--- config.mk ---
export PLATFORM = sky130hd
export DESIGN_NAME = muldiv_unit
export DESIGN_NICKNAME = d
export VERILOG_FILES = /design/src/source/muldiv_pkg.sv /design/src/source/div_radix2.sv /design/src/source/mul_partial.sv /design/src/source/muldiv_ctrl.sv /design/src/source/muldiv_result.sv /design/src/source/muldiv_unit.sv
export SDC_FILE = /design/constraint.sdc
export NUM_CORES = 2
export LEC_CHECK = 0
export BUFFER_PORTS_ARGS = -buffer_cell sky130_fd_sc_hd__buf_2
export CORE_ASPECT_RATIO = 1.25
export CORE_MARGIN = 1.5
export CORE_UTILIZATION = 55
export DETAILED_ROUTE_END_ITERATION = 10
export PLACE_DENSITY = 0.83
export SETUP_SLACK_MARGIN = 0.4
export SYNTH_ARGS = -nofsm -noshare
export SYNTH_HDL_FRONTEND = slang
export SYNTH_SLANG_ARGS = --single-unit
--- constraint.sdc ---
create_clock -name clk_i -period 19.95 [get_ports clk_i]
set_input_delay 3.99 -clock clk_i [delete_from_list [all_inputs] [get_ports clk_i]]
set_output_delay 3.99 -clock clk_i [all_outputs]
set_load 0.1 [all_outputs]
--- src/source/muldiv_pkg.sv ---
// Shared types and widths for the multiply/divide unit.
// Modules refer to the widths by scoped name in their port lists
// and import the package in the body for everything else.

package muldiv_pkg;

    localparam int WORD_W  = 32;
    localparam int DWORD_W = 64;

    // one code per supported instruction.
    typedef enum logic [3:0] {
        MULT  = 4'h0,
        MULTU = 4'h1,
        MUL   = 4'h2,
        MADD  = 4'h3,
        MADDU = 4'h4,
        MSUB  = 4'h5,
        MSUBU = 4'h6,
        DIV   = 4'h7,
        DIVU  = 4'h8,
        MFHI  = 4'h9,
        MFLO  = 4'ha,
        MTHI  = 4'hb,
        MTLO  = 4'hc
    } muldiv_op_e;

    // controller sequencing.
    typedef enum logic [1:0] {
        IDLE     = 2'd0,
        MUL_WAIT = 2'd1,
        DIV_WAIT = 2'd2,
        FINISH   = 2'd3
    } ctrl_state_e;

endpackage

--- src/source/div_radix2.sv ---
// Restoring radix-2 divider, one quotient bit per cycle.
// start_i loads the operands; 32 iteration cycles follow, then one
// sign-fix cycle that pulses done_o. res_o is {remainder, quotient}
// and holds until the next start.

`timescale 1ns/100ps

module div_radix2 (
    input  logic                           clk_i,
    input  logic                           reset_i,
    input  logic                           start_i,
    input  logic                           signed_i,
    input  logic [muldiv_pkg::WORD_W-1:0]  dividend_i,
    input  logic [muldiv_pkg::WORD_W-1:0]  divisor_i,
    output logic                           busy_o,
    output logic                           done_o,
    output logic [muldiv_pkg::DWORD_W-1:0] res_o
);
    import muldiv_pkg::*;

    localparam int CNT_W = $clog2(WORD_W) + 1;
    localparam logic [CNT_W-1:0] ITER_DONE = CNT_W'(WORD_W);

    logic [WORD_W-1:0] rem_q;
    logic [WORD_W-1:0] quo_q;
    logic [WORD_W-1:0] dsr_q;
    logic [CNT_W-1:0]  cnt_q;
    logic              neg_quo;
    logic              neg_rem;
    logic              div_zero;

    logic [WORD_W-1:0] dvd_mag;
    logic [WORD_W-1:0] dsr_mag;
    logic [WORD_W:0]   shifted;
    logic [WORD_W:0]   diff;
    logic              fits;
    logic [WORD_W-1:0] rem_fix;
    logic [WORD_W-1:0] quo_fix;

    assign dvd_mag = (signed_i && dividend_i[WORD_W-1]) ? -dividend_i : dividend_i;
    assign dsr_mag = (signed_i && divisor_i[WORD_W-1]) ? -divisor_i : divisor_i;

    // bring down the next dividend bit and try the subtraction.
    assign shifted = {rem_q, quo_q[WORD_W-1]};
    assign diff    = shifted - {1'b0, dsr_q};
    assign fits    = shifted >= {1'b0, dsr_q};

    // a zero divisor leaves all ones in the quotient and the dividend
    // magnitude in the remainder, so only the remainder sign is restored.
    assign rem_fix = neg_rem ? -rem_q : rem_q;
    assign quo_fix = (neg_quo && !div_zero) ? -quo_q : quo_q;

    always_ff @(posedge clk_i) begin
        if (reset_i) begin
            busy_o <= 1'b0;
            done_o <= 1'b0;
            cnt_q  <= '0;
        end else begin
            done_o <= 1'b0;
            if (start_i) begin
                busy_o <= 1'b1;
                cnt_q  <= '0;
            end else if (busy_o) begin
                if (cnt_q == ITER_DONE) begin
                    busy_o <= 1'b0;
                    done_o <= 1'b1;
                end else begin
                    cnt_q <= cnt_q + 1'b1;
                end
            end
        end
    end

    always_ff @(posedge clk_i) begin
        if (start_i) begin
            rem_q    <= '0;
            quo_q    <= dvd_mag;
            dsr_q    <= dsr_mag;
            neg_quo  <= signed_i && (dividend_i[WORD_W-1] ^ divisor_i[WORD_W-1]);
            neg_rem  <= signed_i && dividend_i[WORD_W-1];
            div_zero <= (divisor_i == '0);
        end else if (busy_o) begin
            if (cnt_q == ITER_DONE) begin
                res_o <= {rem_fix, quo_fix};
            end else begin
                rem_q <= fits ? diff[WORD_W-1:0] : shifted[WORD_W-1:0];
                quo_q <= {quo_q[WORD_W-2:0], fits};
            end
        end
    end

endmodule

--- src/source/mul_partial.sv ---
// Partial-product multiplier front end.
// On start it takes the operand magnitudes and registers four 16x16
// products plus the result sign; the result stage sums and signs them.
// Outputs hold until the next start.

`timescale 1ns/100ps

module mul_partial (
    input  logic                           clk_i,
    input  logic                           reset_i,
    input  logic                           start_i,
    input  logic                           signed_i,
    input  logic [muldiv_pkg::WORD_W-1:0]  a_i,
    input  logic [muldiv_pkg::WORD_W-1:0]  b_i,
    output logic [muldiv_pkg::DWORD_W-1:0] mulhi_o,
    output logic [muldiv_pkg::DWORD_W-1:0] mullo_o,
    output logic                           mul_s_o
);
    import muldiv_pkg::*;

    localparam int HALF_W = WORD_W / 2;

    logic [WORD_W-1:0] a_mag;
    logic [WORD_W-1:0] b_mag;
    logic [WORD_W-1:0] p_ll;
    logic [WORD_W-1:0] p_lh;
    logic [WORD_W-1:0] p_hl;
    logic [WORD_W-1:0] p_hh;

    assign a_mag = (signed_i && a_i[WORD_W-1]) ? -a_i : a_i;
    assign b_mag = (signed_i && b_i[WORD_W-1]) ? -b_i : b_i;

    // operands are widened to 32 bits by the assignment context.
    assign p_ll = a_mag[HALF_W-1:0] * b_mag[HALF_W-1:0];
    assign p_lh = a_mag[HALF_W-1:0] * b_mag[WORD_W-1:HALF_W];
    assign p_hl = a_mag[WORD_W-1:HALF_W] * b_mag[HALF_W-1:0];
    assign p_hh = a_mag[WORD_W-1:HALF_W] * b_mag[WORD_W-1:HALF_W];

    always_ff @(posedge clk_i) begin
        if (start_i) begin
            mullo_o <= {p_lh, p_ll};
            mulhi_o <= {p_hh, p_hl};
        end
    end

    always_ff @(posedge clk_i) begin
        if (reset_i) begin
            mul_s_o <= 1'b0;
        end else if (start_i) begin
            mul_s_o <= signed_i && (a_i[WORD_W-1] ^ b_i[WORD_W-1]);
        end
    end

endmodule

--- src/source/muldiv_ctrl.sv ---
// Sequencer for the multiply/divide unit and owner of HI/LO.
// Accepts one op in IDLE, starts the proper engine, waits for it and
// writes HI/LO in FINISH together with a registered done pulse.
// Non-divide ops see done_o in the third cycle after op_valid_i.

`timescale 1ns/100ps

module muldiv_ctrl (
    input  logic                           clk_i,
    input  logic                           reset_i,
    input  logic                           op_valid_i,
    input  muldiv_pkg::muldiv_op_e         op_i,
    input  logic [muldiv_pkg::WORD_W-1:0]  rs_i,
    input  logic [muldiv_pkg::WORD_W-1:0]  rt_i,
    input  logic                           div_done_i,
    input  logic                           whilo_i,
    input  logic [muldiv_pkg::DWORD_W-1:0] hilo_new_i,
    input  logic [muldiv_pkg::WORD_W-1:0]  res_word_i,
    output logic                           mul_start_o,
    output logic                           div_start_o,
    output logic                           div_signed_o,
    output logic [muldiv_pkg::WORD_W-1:0]  op_a_o,
    output logic [muldiv_pkg::WORD_W-1:0]  op_b_o,
    output muldiv_pkg::muldiv_op_e         op_q_o,
    output logic [muldiv_pkg::WORD_W-1:0]  rs_q_o,
    output logic [muldiv_pkg::DWORD_W-1:0] hilo_o,
    output logic                           busy_o,
    output logic                           done_o,
    output logic [muldiv_pkg::WORD_W-1:0]  result_o
);
    import muldiv_pkg::*;

    ctrl_state_e       state_q;
    logic [WORD_W-1:0] rs_q;
    logic [WORD_W-1:0] rt_q;
    logic              accept;
    logic              is_mul;
    logic              is_div;
    logic              is_signed;

    assign accept    = (state_q == IDLE) && op_valid_i;
    assign is_mul    = op_i inside {MULT, MULTU, MUL, MADD, MADDU, MSUB, MSUBU};
    assign is_div    = op_i inside {DIV, DIVU};
    // one flag serves both engines.
    assign is_signed = op_i inside {MULT, MUL, MADD, MSUB, DIV};

    assign busy_o = (state_q != IDLE);
    assign op_a_o = rs_q;
    assign op_b_o = rt_q;
    assign rs_q_o = rs_q;

    always_ff @(posedge clk_i) begin
        if (reset_i) begin
            state_q     <= IDLE;
            mul_start_o <= 1'b0;
            div_start_o <= 1'b0;
            done_o      <= 1'b0;
            hilo_o      <= '0;
        end else begin
            mul_start_o <= 1'b0;
            div_start_o <= 1'b0;
            done_o      <= 1'b0;
            case (state_q)
                IDLE: begin
                    if (op_valid_i) begin
                        mul_start_o <= is_mul;
                        div_start_o <= is_div;
                        state_q     <= is_div ? DIV_WAIT : MUL_WAIT;
                    end
                end
                // partials are registered at the end of this cycle.
                MUL_WAIT: begin
                    state_q <= FINISH;
                end
                DIV_WAIT: begin
                    if (div_done_i) begin
                        state_q <= FINISH;
                    end
                end
                FINISH: begin
                    if (whilo_i) begin
                        hilo_o <= hilo_new_i;
                    end
                    done_o  <= 1'b1;
                    state_q <= IDLE;
                end
                default: begin
                    state_q <= IDLE;
                end
            endcase
        end
    end

    always_ff @(posedge clk_i) begin
        if (accept) begin
            op_q_o       <= op_i;
            rs_q         <= rs_i;
            rt_q         <= rt_i;
            div_signed_o <= is_signed;
        end
        if (state_q == FINISH) begin
            result_o <= res_word_i;
        end
    end

endmodule

--- src/source/muldiv_result.sv ---
// HI/LO result stage, purely combinational.
// Rebuilds the 64-bit product from the registered partials and picks
// the new HI/LO, its write enable and the 32-bit result per opcode.
// Opcodes outside the table pass rs_i through as the result.

`timescale 1ns/100ps

module muldiv_result (
    input  muldiv_pkg::muldiv_op_e         op_i,
    input  logic [muldiv_pkg::WORD_W-1:0]  rs_i,
    input  logic [muldiv_pkg::DWORD_W-1:0] mulhi_i,
    input  logic [muldiv_pkg::DWORD_W-1:0] mullo_i,
    input  logic                           mul_s_i,
    input  logic [muldiv_pkg::DWORD_W-1:0] div_res_i,
    input  logic [muldiv_pkg::DWORD_W-1:0] hilo_i,
    output logic                           whilo_o,
    output logic [muldiv_pkg::DWORD_W-1:0] hilo_o,
    output logic [muldiv_pkg::WORD_W-1:0]  res_o
);
    import muldiv_pkg::*;

    localparam int HALF_W = WORD_W / 2;
    localparam int PART_W = WORD_W + HALF_W;

    logic [PART_W-1:0]  res_lo;
    logic [PART_W-1:0]  res_hi;
    logic [DWORD_W-1:0] umres;
    logic [DWORD_W-1:0] smres;
    logic [WORD_W-1:0]  hi_cur;
    logic [WORD_W-1:0]  lo_cur;

    // al*bl + (al*bh << 16) and ah*bl + (ah*bh << 16).
    assign res_lo = {{HALF_W{1'b0}}, mullo_i[WORD_W-1:0]}
                  + {mullo_i[DWORD_W-1:WORD_W], {HALF_W{1'b0}}};
    assign res_hi = {{HALF_W{1'b0}}, mulhi_i[WORD_W-1:0]}
                  + {mulhi_i[DWORD_W-1:WORD_W], {HALF_W{1'b0}}};
    assign umres  = {{HALF_W{1'b0}}, res_lo} + {res_hi, {HALF_W{1'b0}}};
    assign smres  = mul_s_i ? -umres : umres;

    assign hi_cur = hilo_i[DWORD_W-1:WORD_W];
    assign lo_cur = hilo_i[WORD_W-1:0];

    always_comb begin
        whilo_o = 1'b1;
        hilo_o  = hilo_i;
        res_o   = '0;
        case (op_i)
            MFHI: begin
                whilo_o = 1'b0;
                res_o   = hi_cur;
            end
            MFLO: begin
                whilo_o = 1'b0;
                res_o   = lo_cur;
            end
            MTHI: begin
                hilo_o = {rs_i, lo_cur};
            end
            MTLO: begin
                hilo_o = {hi_cur, rs_i};
            end
            MULT: begin
                hilo_o = smres;
            end
            MULTU: begin
                hilo_o = umres;
            end
            MUL: begin
                // low word goes to the result and HI/LO stays as it is.
                whilo_o = 1'b0;
                res_o   = smres[WORD_W-1:0];
            end
            MADD: begin
                hilo_o = hilo_i + smres;
            end
            MADDU: begin
                hilo_o = hilo_i + umres;
            end
            MSUB: begin
                hilo_o = hilo_i - smres;
            end
            MSUBU: begin
                hilo_o = hilo_i - umres;
            end
            DIV, DIVU: begin
                hilo_o = div_res_i;
            end
            default: begin
                whilo_o = 1'b0;
                res_o   = rs_i;
            end
        endcase
    end

endmodule

--- src/source/muldiv_unit.sv ---
// Top level of the multiply/divide unit.
// Issue one op with op_valid_i; ops arriving while busy_o is high are
// dropped. result_o is valid with the done_o pulse, and hi_o/lo_o
// always show the HI/LO pair.

`timescale 1ns/100ps

module muldiv_unit (
    input  logic                          clk_i,
    input  logic                          reset_i,
    input  logic                          op_valid_i,
    input  muldiv_pkg::muldiv_op_e        op_i,
    input  logic [muldiv_pkg::WORD_W-1:0] rs_i,
    input  logic [muldiv_pkg::WORD_W-1:0] rt_i,
    output logic                          busy_o,
    output logic                          done_o,
    output logic [muldiv_pkg::WORD_W-1:0] result_o,
    output logic [muldiv_pkg::WORD_W-1:0] hi_o,
    output logic [muldiv_pkg::WORD_W-1:0] lo_o
);
    import muldiv_pkg::*;

    logic               mul_start;
    logic               div_start;
    logic               div_signed;
    logic [WORD_W-1:0]  op_a;
    logic [WORD_W-1:0]  op_b;
    muldiv_op_e         op_q;
    logic [WORD_W-1:0]  rs_q;
    logic [DWORD_W-1:0] hilo;
    logic [DWORD_W-1:0] mulhi;
    logic [DWORD_W-1:0] mullo;
    logic               mul_s;
    logic               div_done;
    logic [DWORD_W-1:0] div_res;
    logic               whilo;
    logic [DWORD_W-1:0] hilo_new;
    logic [WORD_W-1:0]  res_word;

    assign hi_o = hilo[DWORD_W-1:WORD_W];
    assign lo_o = hilo[WORD_W-1:0];

    muldiv_ctrl muldiv_ctrl_i (
        .clk_i        (clk_i),
        .reset_i      (reset_i),
        .op_valid_i   (op_valid_i),
        .op_i         (op_i),
        .rs_i         (rs_i),
        .rt_i         (rt_i),
        .div_done_i   (div_done),
        .whilo_i      (whilo),
        .hilo_new_i   (hilo_new),
        .res_word_i   (res_word),
        .mul_start_o  (mul_start),
        .div_start_o  (div_start),
        .div_signed_o (div_signed),
        .op_a_o       (op_a),
        .op_b_o       (op_b),
        .op_q_o       (op_q),
        .rs_q_o       (rs_q),
        .hilo_o       (hilo),
        .busy_o       (busy_o),
        .done_o       (done_o),
        .result_o     (result_o)
    );

    mul_partial mul_partial_i (
        .clk_i    (clk_i),
        .reset_i  (reset_i),
        .start_i  (mul_start),
        .signed_i (div_signed),
        .a_i      (op_a),
        .b_i      (op_b),
        .mulhi_o  (mulhi),
        .mullo_o  (mullo),
        .mul_s_o  (mul_s)
    );

    // the controller tracks the divide through div_done alone.
    div_radix2 div_radix2_i (
        .clk_i      (clk_i),
        .reset_i    (reset_i),
        .start_i    (div_start),
        .signed_i   (div_signed),
        .dividend_i (op_a),
        .divisor_i  (op_b),
        .busy_o     (),
        .done_o     (div_done),
        .res_o      (div_res)
    );

    muldiv_result muldiv_result_i (
        .op_i      (op_q),
        .rs_i      (rs_q),
        .mulhi_i   (mulhi),
        .mullo_i   (mullo),
        .mul_s_i   (mul_s),
        .div_res_i (div_res),
        .hilo_i    (hilo),
        .whilo_o   (whilo),
        .hilo_o    (hilo_new),
        .res_o     (res_word)
    );

endmodule

======== Word level (Yosys, flattened, before mapping) ========
Index checks and enable logic that the tools add are counted.
word-level totals
  register bits ........................... 470
  bits of input ports ..................... 71
  output and inout port bits .............. 98
  logic and storage cells ................. 127
cells by class
  add/subtract/negate cells ............... 14
  multipliers ............................. 4
  magnitude comparators ................... 1
  eq/ne operators ......................... 27
  muxes and demuxes ....................... 21
  bitwise operators ....................... 8
  reduce and logical (&&, ||, !) cells .... 28
operator list
  cell                                           count
  case mux 64 bit (9 select lines)               1
  two-way mux 32 bit                             8
  adder 64 bit                                   2
  multiplier 16 x 16 -> 32 bit                   4
  negator 32 bit                                 4
  case mux 32 bit (4 select lines)               1
  subtractor 64 bit                              2
  adder 32 x 48 -> 48 bit                        2
  adder 48 x 64 -> 64 bit                        1
  two-way mux 64 bit                             1
  negator 64 bit                                 1
  >= comparator 33 x 32 -> 1 bit                 1
  == test 4 x 3 -> 1 bit, second input constant  8
  logical NOT 32 bit                             1
  subtractor 32 bit                              1
  == test 4 bit, second input constant           6
  == test 4 x 2 -> 1 bit, second input constant  4
  nonzero test 8 bit                             2
  OR reduction 10 bit                            1
  == test 4 x 1 -> 1 bit, second input constant  2
  logical NOT 4 bit                              2
  case mux 2 bit (4 select lines)                1
  AND reduction 4 bit                            2
  NOT 1 bit                                      7
  19 further kinds                               38

======== Depth between registers and ports, before layout ========
  depth after elaboration ................. 6
  gate-level depth with buffers ........... 58

======== By module ========
From an unflattened synthesis, not the netlist that was laid out.
second synthesis, totals
  cells, all modules ...................... 8,588
  area, all modules ....................... 72,455.7 sq um
by module, submodules not included
  module         times used  cells each  area each (sq um)  seq. area each (sq um)
  mul_partial    1           4,467       39,300.2           3,863.7
  muldiv_result  1           2,648       17,196.5           0.0
  div_radix2     1           1,026       10,186.0           4,734.5
  muldiv_ctrl    1           447         5,773.0            4,414.2

======== Least setup slack after synthesis ========
OpenSTA, ideal clock, no wires.
  path type ............................... register to register
  from .................................... register mul_partial_i.mullo_o[16] (netlist bit)
  to ...................................... register muldiv_ctrl_i.hilo_o[62] (netlist bit)
  setup time .............................. 0.132 ns
  data arrival time ....................... 10.142 ns
  data required time ...................... 19.818 ns
  slack ................................... 9.676 ns
  stages on the path, launching flop included .. 55
  clock period less this slack ............ 10.274 ns
  cell sequence ........................... edfxtp_1 > ha_1 > inv_1 > fa_1 > nor2b_1 > o21ai_0 > a21boi_0 > o21ai_0 > a21boi_0 > o21ai_0 > a21boi_0 > o21ai_0 > a21boi_0 > o21ai_0 > a21boi_0 > o21ai_0 > a21boi_0 > o21ai_0 > [... 19 more ...] > a222oi_1 > ha_1 > o21ai_0 > nand2b_1 > a21o_1 > a21o_1 > a21oi_1 > nor2b_1 > a311oi_1 > a21boi_0 > o21ai_0 > a31o_2 > a221o_1 > a21o_1 > o31a_1 > mux2i_1 > o221ai_1 > a21oi_1
between the ends
  longest elaborated chain between the ends .. 6
  elaborated cells on any way between the ends .. 9
  those cells by class .................... add/sub: 7; mux: 2
ends and longest elaborated chain
  item                                               line                                      text
  from (decl)                                        mul_partial.sv:16                         output logic [muldiv_pkg::DWORD_W-1:0] mullo_o,
  from (signal assigned)                             mul_partial.sv:41                         mullo_o <= {p_lh, p_ll};
  adder 32 x 48 -> 48 bit (*)                        muldiv_result.sv:34                       + {mullo_i[DWORD_W-1:WORD_W], {HALF_W{1'b0}}};
  adder 48 x 64 -> 64 bit (*)                        muldiv_result.sv:37                       assign umres = {{HALF_W{1'b0}}, res_lo} + {res_hi, {HALF_W{1'b0}}};
  negator 64 bit                                     muldiv_result.sv:38                       assign smres = mul_s_i ? -umres : umres;
  two-way mux 64 bit                                 muldiv_result.sv:38
  subtractor 64 bit or adder 64 bit (tied branches)  muldiv_result.sv:80, muldiv_result.sv:74
  case mux 64 bit (9 select lines) (*)               muldiv_result.sv:47                       case (op_i)
  to (signal assigned)                               muldiv_ctrl.sv:82                         hilo_o <= hilo_new_i;
  to (decl)                                          muldiv_ctrl.sv:26                         output logic [muldiv_pkg::DWORD_W-1:0] hilo_o,
Mark *: on every way between the ends. The rest lies on a longest branch, timed or not.
A chain may end at the register's enable or synchronous reset.

======== Final worst setup path ========
Ends and elaborated chain as after synthesis.

==> impl_metrics.json <==
{
  "status": "completed",
  "ys.flop_type": "edfxtp_1",
  "cts_tree": "built",
  "antenna_found_initial": 12,
  "async_flop_share_pct": 0,
  "max_slew_margin_pct": 18.71,
  "cp_slowest_cell": "a221oi_1",
  "syn_avg_cell_area_um2": 8.577,
  "place.gp.congestion": 1.038,
  "met3RoutedLength_um": 27220,
  "min_path_type": "reg2reg",
  "synth-edff-count": 360,
  "crit_family": "compound AO/OA/AOI/OAI gates",
  "finalCriticalPeriod_ns": 12.04,
  "holdWs_ns": 0.5047,
  "wl_per_cell_um": 25.41,
  "fp.dieW_um": 317.6,
  "rows": 144,
  "timing.rr.start": "mul_partial_i.mullo_o[16]$_DFFE_PP_",
  "clk_pin_slew_ns": 0.06,
  "die-area_um2": 125800,
  "synth_nets": 9371,
  "core_um2": 123100,
  "drtIter0Drc": 7311,
  "synth_warnings": 0,
  "grt_start_max_net_pins": 72,
  "cts_made_buffers": 55,
  "grt_pass1_vias": 61500,
  "tightest_slew_ns": 1.211,
  "setup_viol": 0,
  "drive_above_1_share_pct": 7.554,
  "slowest_delay_ns": 0.58,
  "critPathArrivalTime_ns": 12.58,
  "ff_latch_area_um2": 13020,
  "cp-startpoint": "mul_partial_i.mullo_o[16]$_DFFE_PP_",
  "clock-sinks": 470,
  "port_buffers": 168,
  "first_pass_iters": 9,
  "grt_pass1_wl_um": 367400,
  "finalCritPeriodShare_pct": 60.34,
  "fillers": 10280,
  "drc_errors": 0,
  "drt-total-wl_um": 243800,
  "clockRootBuffer": "clkbuf_16",
  "synth_area_um2": 68040,
  "cts_hold_buf": 0,
  "maxSlewViolCount": 0,
  "syn_inst": 7933,
  "routed-via-count": 60740,
  "cp.buffers_inverters": 1,
  "maxCapViolCount": 0,
  "clk_latency_ns": 0.70,
  "place_hpwl_um": 187700,
  "io_pins": 169,
  "start_util_pct": 55.29,
  "yosysUniqueCellTypes": 104,
  "antenna_left": 0,
  "hold_violations": 0,
  "areaGrowthSynthToFinish_pct": 7.586,
  "cts_setup_buffers": 0,
  "nNetsFinal": 9377,
  "critPathKind": "reg2reg",
  "cts_buffer_depth": 3,
  "highest_layer": "met5",
  "crit_top_cell": "o21ai_0",
  "m1WireLength_um": 83080,
  "cts.repair.resized": 0,
  "min_from": "muldiv_ctrl_i.state_q[1]$_SDFFE_PP0P_",
  "yosysSeqAreaShare_pct": 19.13,
  "wl_met2_um": 109200,
  "crit_path_max_fanout": 13,
  "tns_ns": 0,
  "multiInputGateArea_um2": 50090,
  "h-tree-depth": 2,
  "grt_usage_pct": 38.50,
  "die_h_um": 396.2,
  "cp-start-kind": "register",
  "avgViaCountPerCell": 6.332,
  "grt_setup_unrepaired": "no",
  "fin_skew_ns": 0.04587,
  "cp-end-kind": "register",
  "crit_required_ns": 20.49,
  "grt-ovfl-total": 0,
  "fmaxAchievable_ghz": 0.08307,
  "synth-seq-cells": 470
}
==> cell families after synthesis <==
family / after synthesis / share of synthesized area (%)
muxes: 29 / 0.4505
adders and majority gates: 1367 / 33.76
buffers and inverters: 1460 / 8.088
AOI/OAI and AO/OA: 1524 / 14.59
DFF: 470 / 19.13
and+or+nand+nor: 2521 / 16.70
xor gates and xnor gates: 562 / 7.290
==> worst min-delay path: stages (launching register included) <==
cell and delay (ns):
dfxtp_1 0.34, nand2_1 0.07, a21oi_1 0.05
==> layout make-up <==
type	count	area share, %
diodes	3	0.01026
clock buffers	68	2.002
clock inverters	33	0.5897
inverters	1062	5.446
multi-input cells	6003	68.43
flip-flops and latches	470	17.79
well taps	1606	2.745
repair buffers	347	2.984
==> placed cells by master (no fill, tap or decap), drive strengths merged, types with 158 or more instances in the layout <==
cell type / synthesis / final
inv: 1052 / 1062
nor3: 158 / 158
buf: 26 / 347
a21oi: 440 / 440
fa: 781 / 781
xor2: 201 / 201
nor2: 749 / 749
edfxtp: 360 / 360
nand2: 1002 / 1002
xnor2: 361 / 361
ha: 586 / 586
o21ai: 338 / 338
==> registers in the layout, summed over array words and instances, names as in the netlist, 6 cells and up <==
| register | count |
|---|---|
| div_radix2_i.cnt_q | 6 |
| div_radix2_i.dsr_q | 32 |
| div_radix2_i.quo_q | 32 |
| div_radix2_i.rem_q | 32 |
| div_radix2_i.res_o | 64 |
| mul_partial_i.mulhi_o | 64 |
| mul_partial_i.mullo_o | 64 |
| muldiv_ctrl_i.hilo_o | 64 |
| muldiv_ctrl_i.op_a_o | 32 |
| muldiv_ctrl_i.op_b_o | 32 |
| muldiv_ctrl_i.result_o | 32 |
==> Yosys cell counts, types with 16 or more instances <==
master | number | area, um2
or4_1 | 31 | 232.7
o21ai_0 | 322 | 1612
o31ai_1 | 52 | 390.4
nor3_1 | 155 | 775.7
o21bai_1 | 42 | 315.3
a21oi_1 | 440 | 2202
nor2_1 | 747 | 2804
xor2_1 | 199 | 1743
nor2b_1 | 41 | 256.5
a21boi_0 | 18 | 135.1
o221ai_1 | 30 | 262.8
dfxtp_1 | 110 | 2202
buf_1 | 18 | 67.56
and2_1 | 90 | 563.0
a222oi_1 | 20 | 200.2
o21ai_1 | 16 | 80.08
and3_1 | 38 | 237.7
edfxtp_1 | 360 | 10810
ha_1 | 586 | 7332
nand2_1 | 1001 | 3757
xnor2_1 | 358 | 3136
nand3_1 | 105 | 525.5
nand2b_1 | 83 | 519.3
or3_1 | 41 | 256.5
a31oi_1 | 39 | 244.0
o21a_1 | 46 | 345.3
clkbuf_1 | 372 | 1396
fa_1 | 781 | 15640
mux2i_1 | 16 | 160.2
o211ai_1 | 43 | 322.8
inv_1 | 1047 | 3930
nand4_1 | 42 | 262.8
o41ai_1 | 18 | 157.7
a21o_1 | 98 | 735.7
or2_2 | 28 | 175.2
o22ai_1 | 24 | 150.1
a22oi_1 | 46 | 345.3
a211oi_1 | 34 | 255.2
a221o_1 | 19 | 190.2
nor4_1 | 40 | 250.2
a221oi_1 | 78 | 683.2
==> stage by stage <==
step | utilization (%) | setup slack (ns) | cell area (um2) | instances
floorplan | - | 9.676 | 68040 | 7933
global placement | 57.94 | 8.300 | 71300 | 9488
detailed placement | 57.94 | 8.212 | 71300 | 9488
finish | 59.48 | 7.912 | 73200 | 9592
global route | 59.48 | 6.794 | 73190 | 9589
CTS | 59.48 | 8.156 | 73190 | 9589
==> path summary, 6_finish.rpt <==
path / to / cells past startpoint / slack (ns)
worst max-delay path: muldiv_ctrl_i.hilo_o[62]$_SDFFE_PP0P_ / 52 / 7.91
worst min-delay path: muldiv_ctrl_i.state_q[1]$_SDFFE_PP0P_ / 2 / 0.50
worst max register to register: muldiv_ctrl_i.hilo_o[62]$_SDFFE_PP0P_ / 52 / 7.91
worst min register to register: muldiv_ctrl_i.state_q[1]$_SDFFE_PP0P_ / 2 / 0.50
==> metal layers <==
layer  up-vias  global-route usage, %
met3      1145                  8.464
met5         -                      0
met2      3868                  62.49
met4        14                  30.84
li1      26530                      -
met1     29180                  44.02
Power is left out: the tool's default activity adds up to more than one toggle a clock period on the data nets, which glitch-free logic cannot reach.
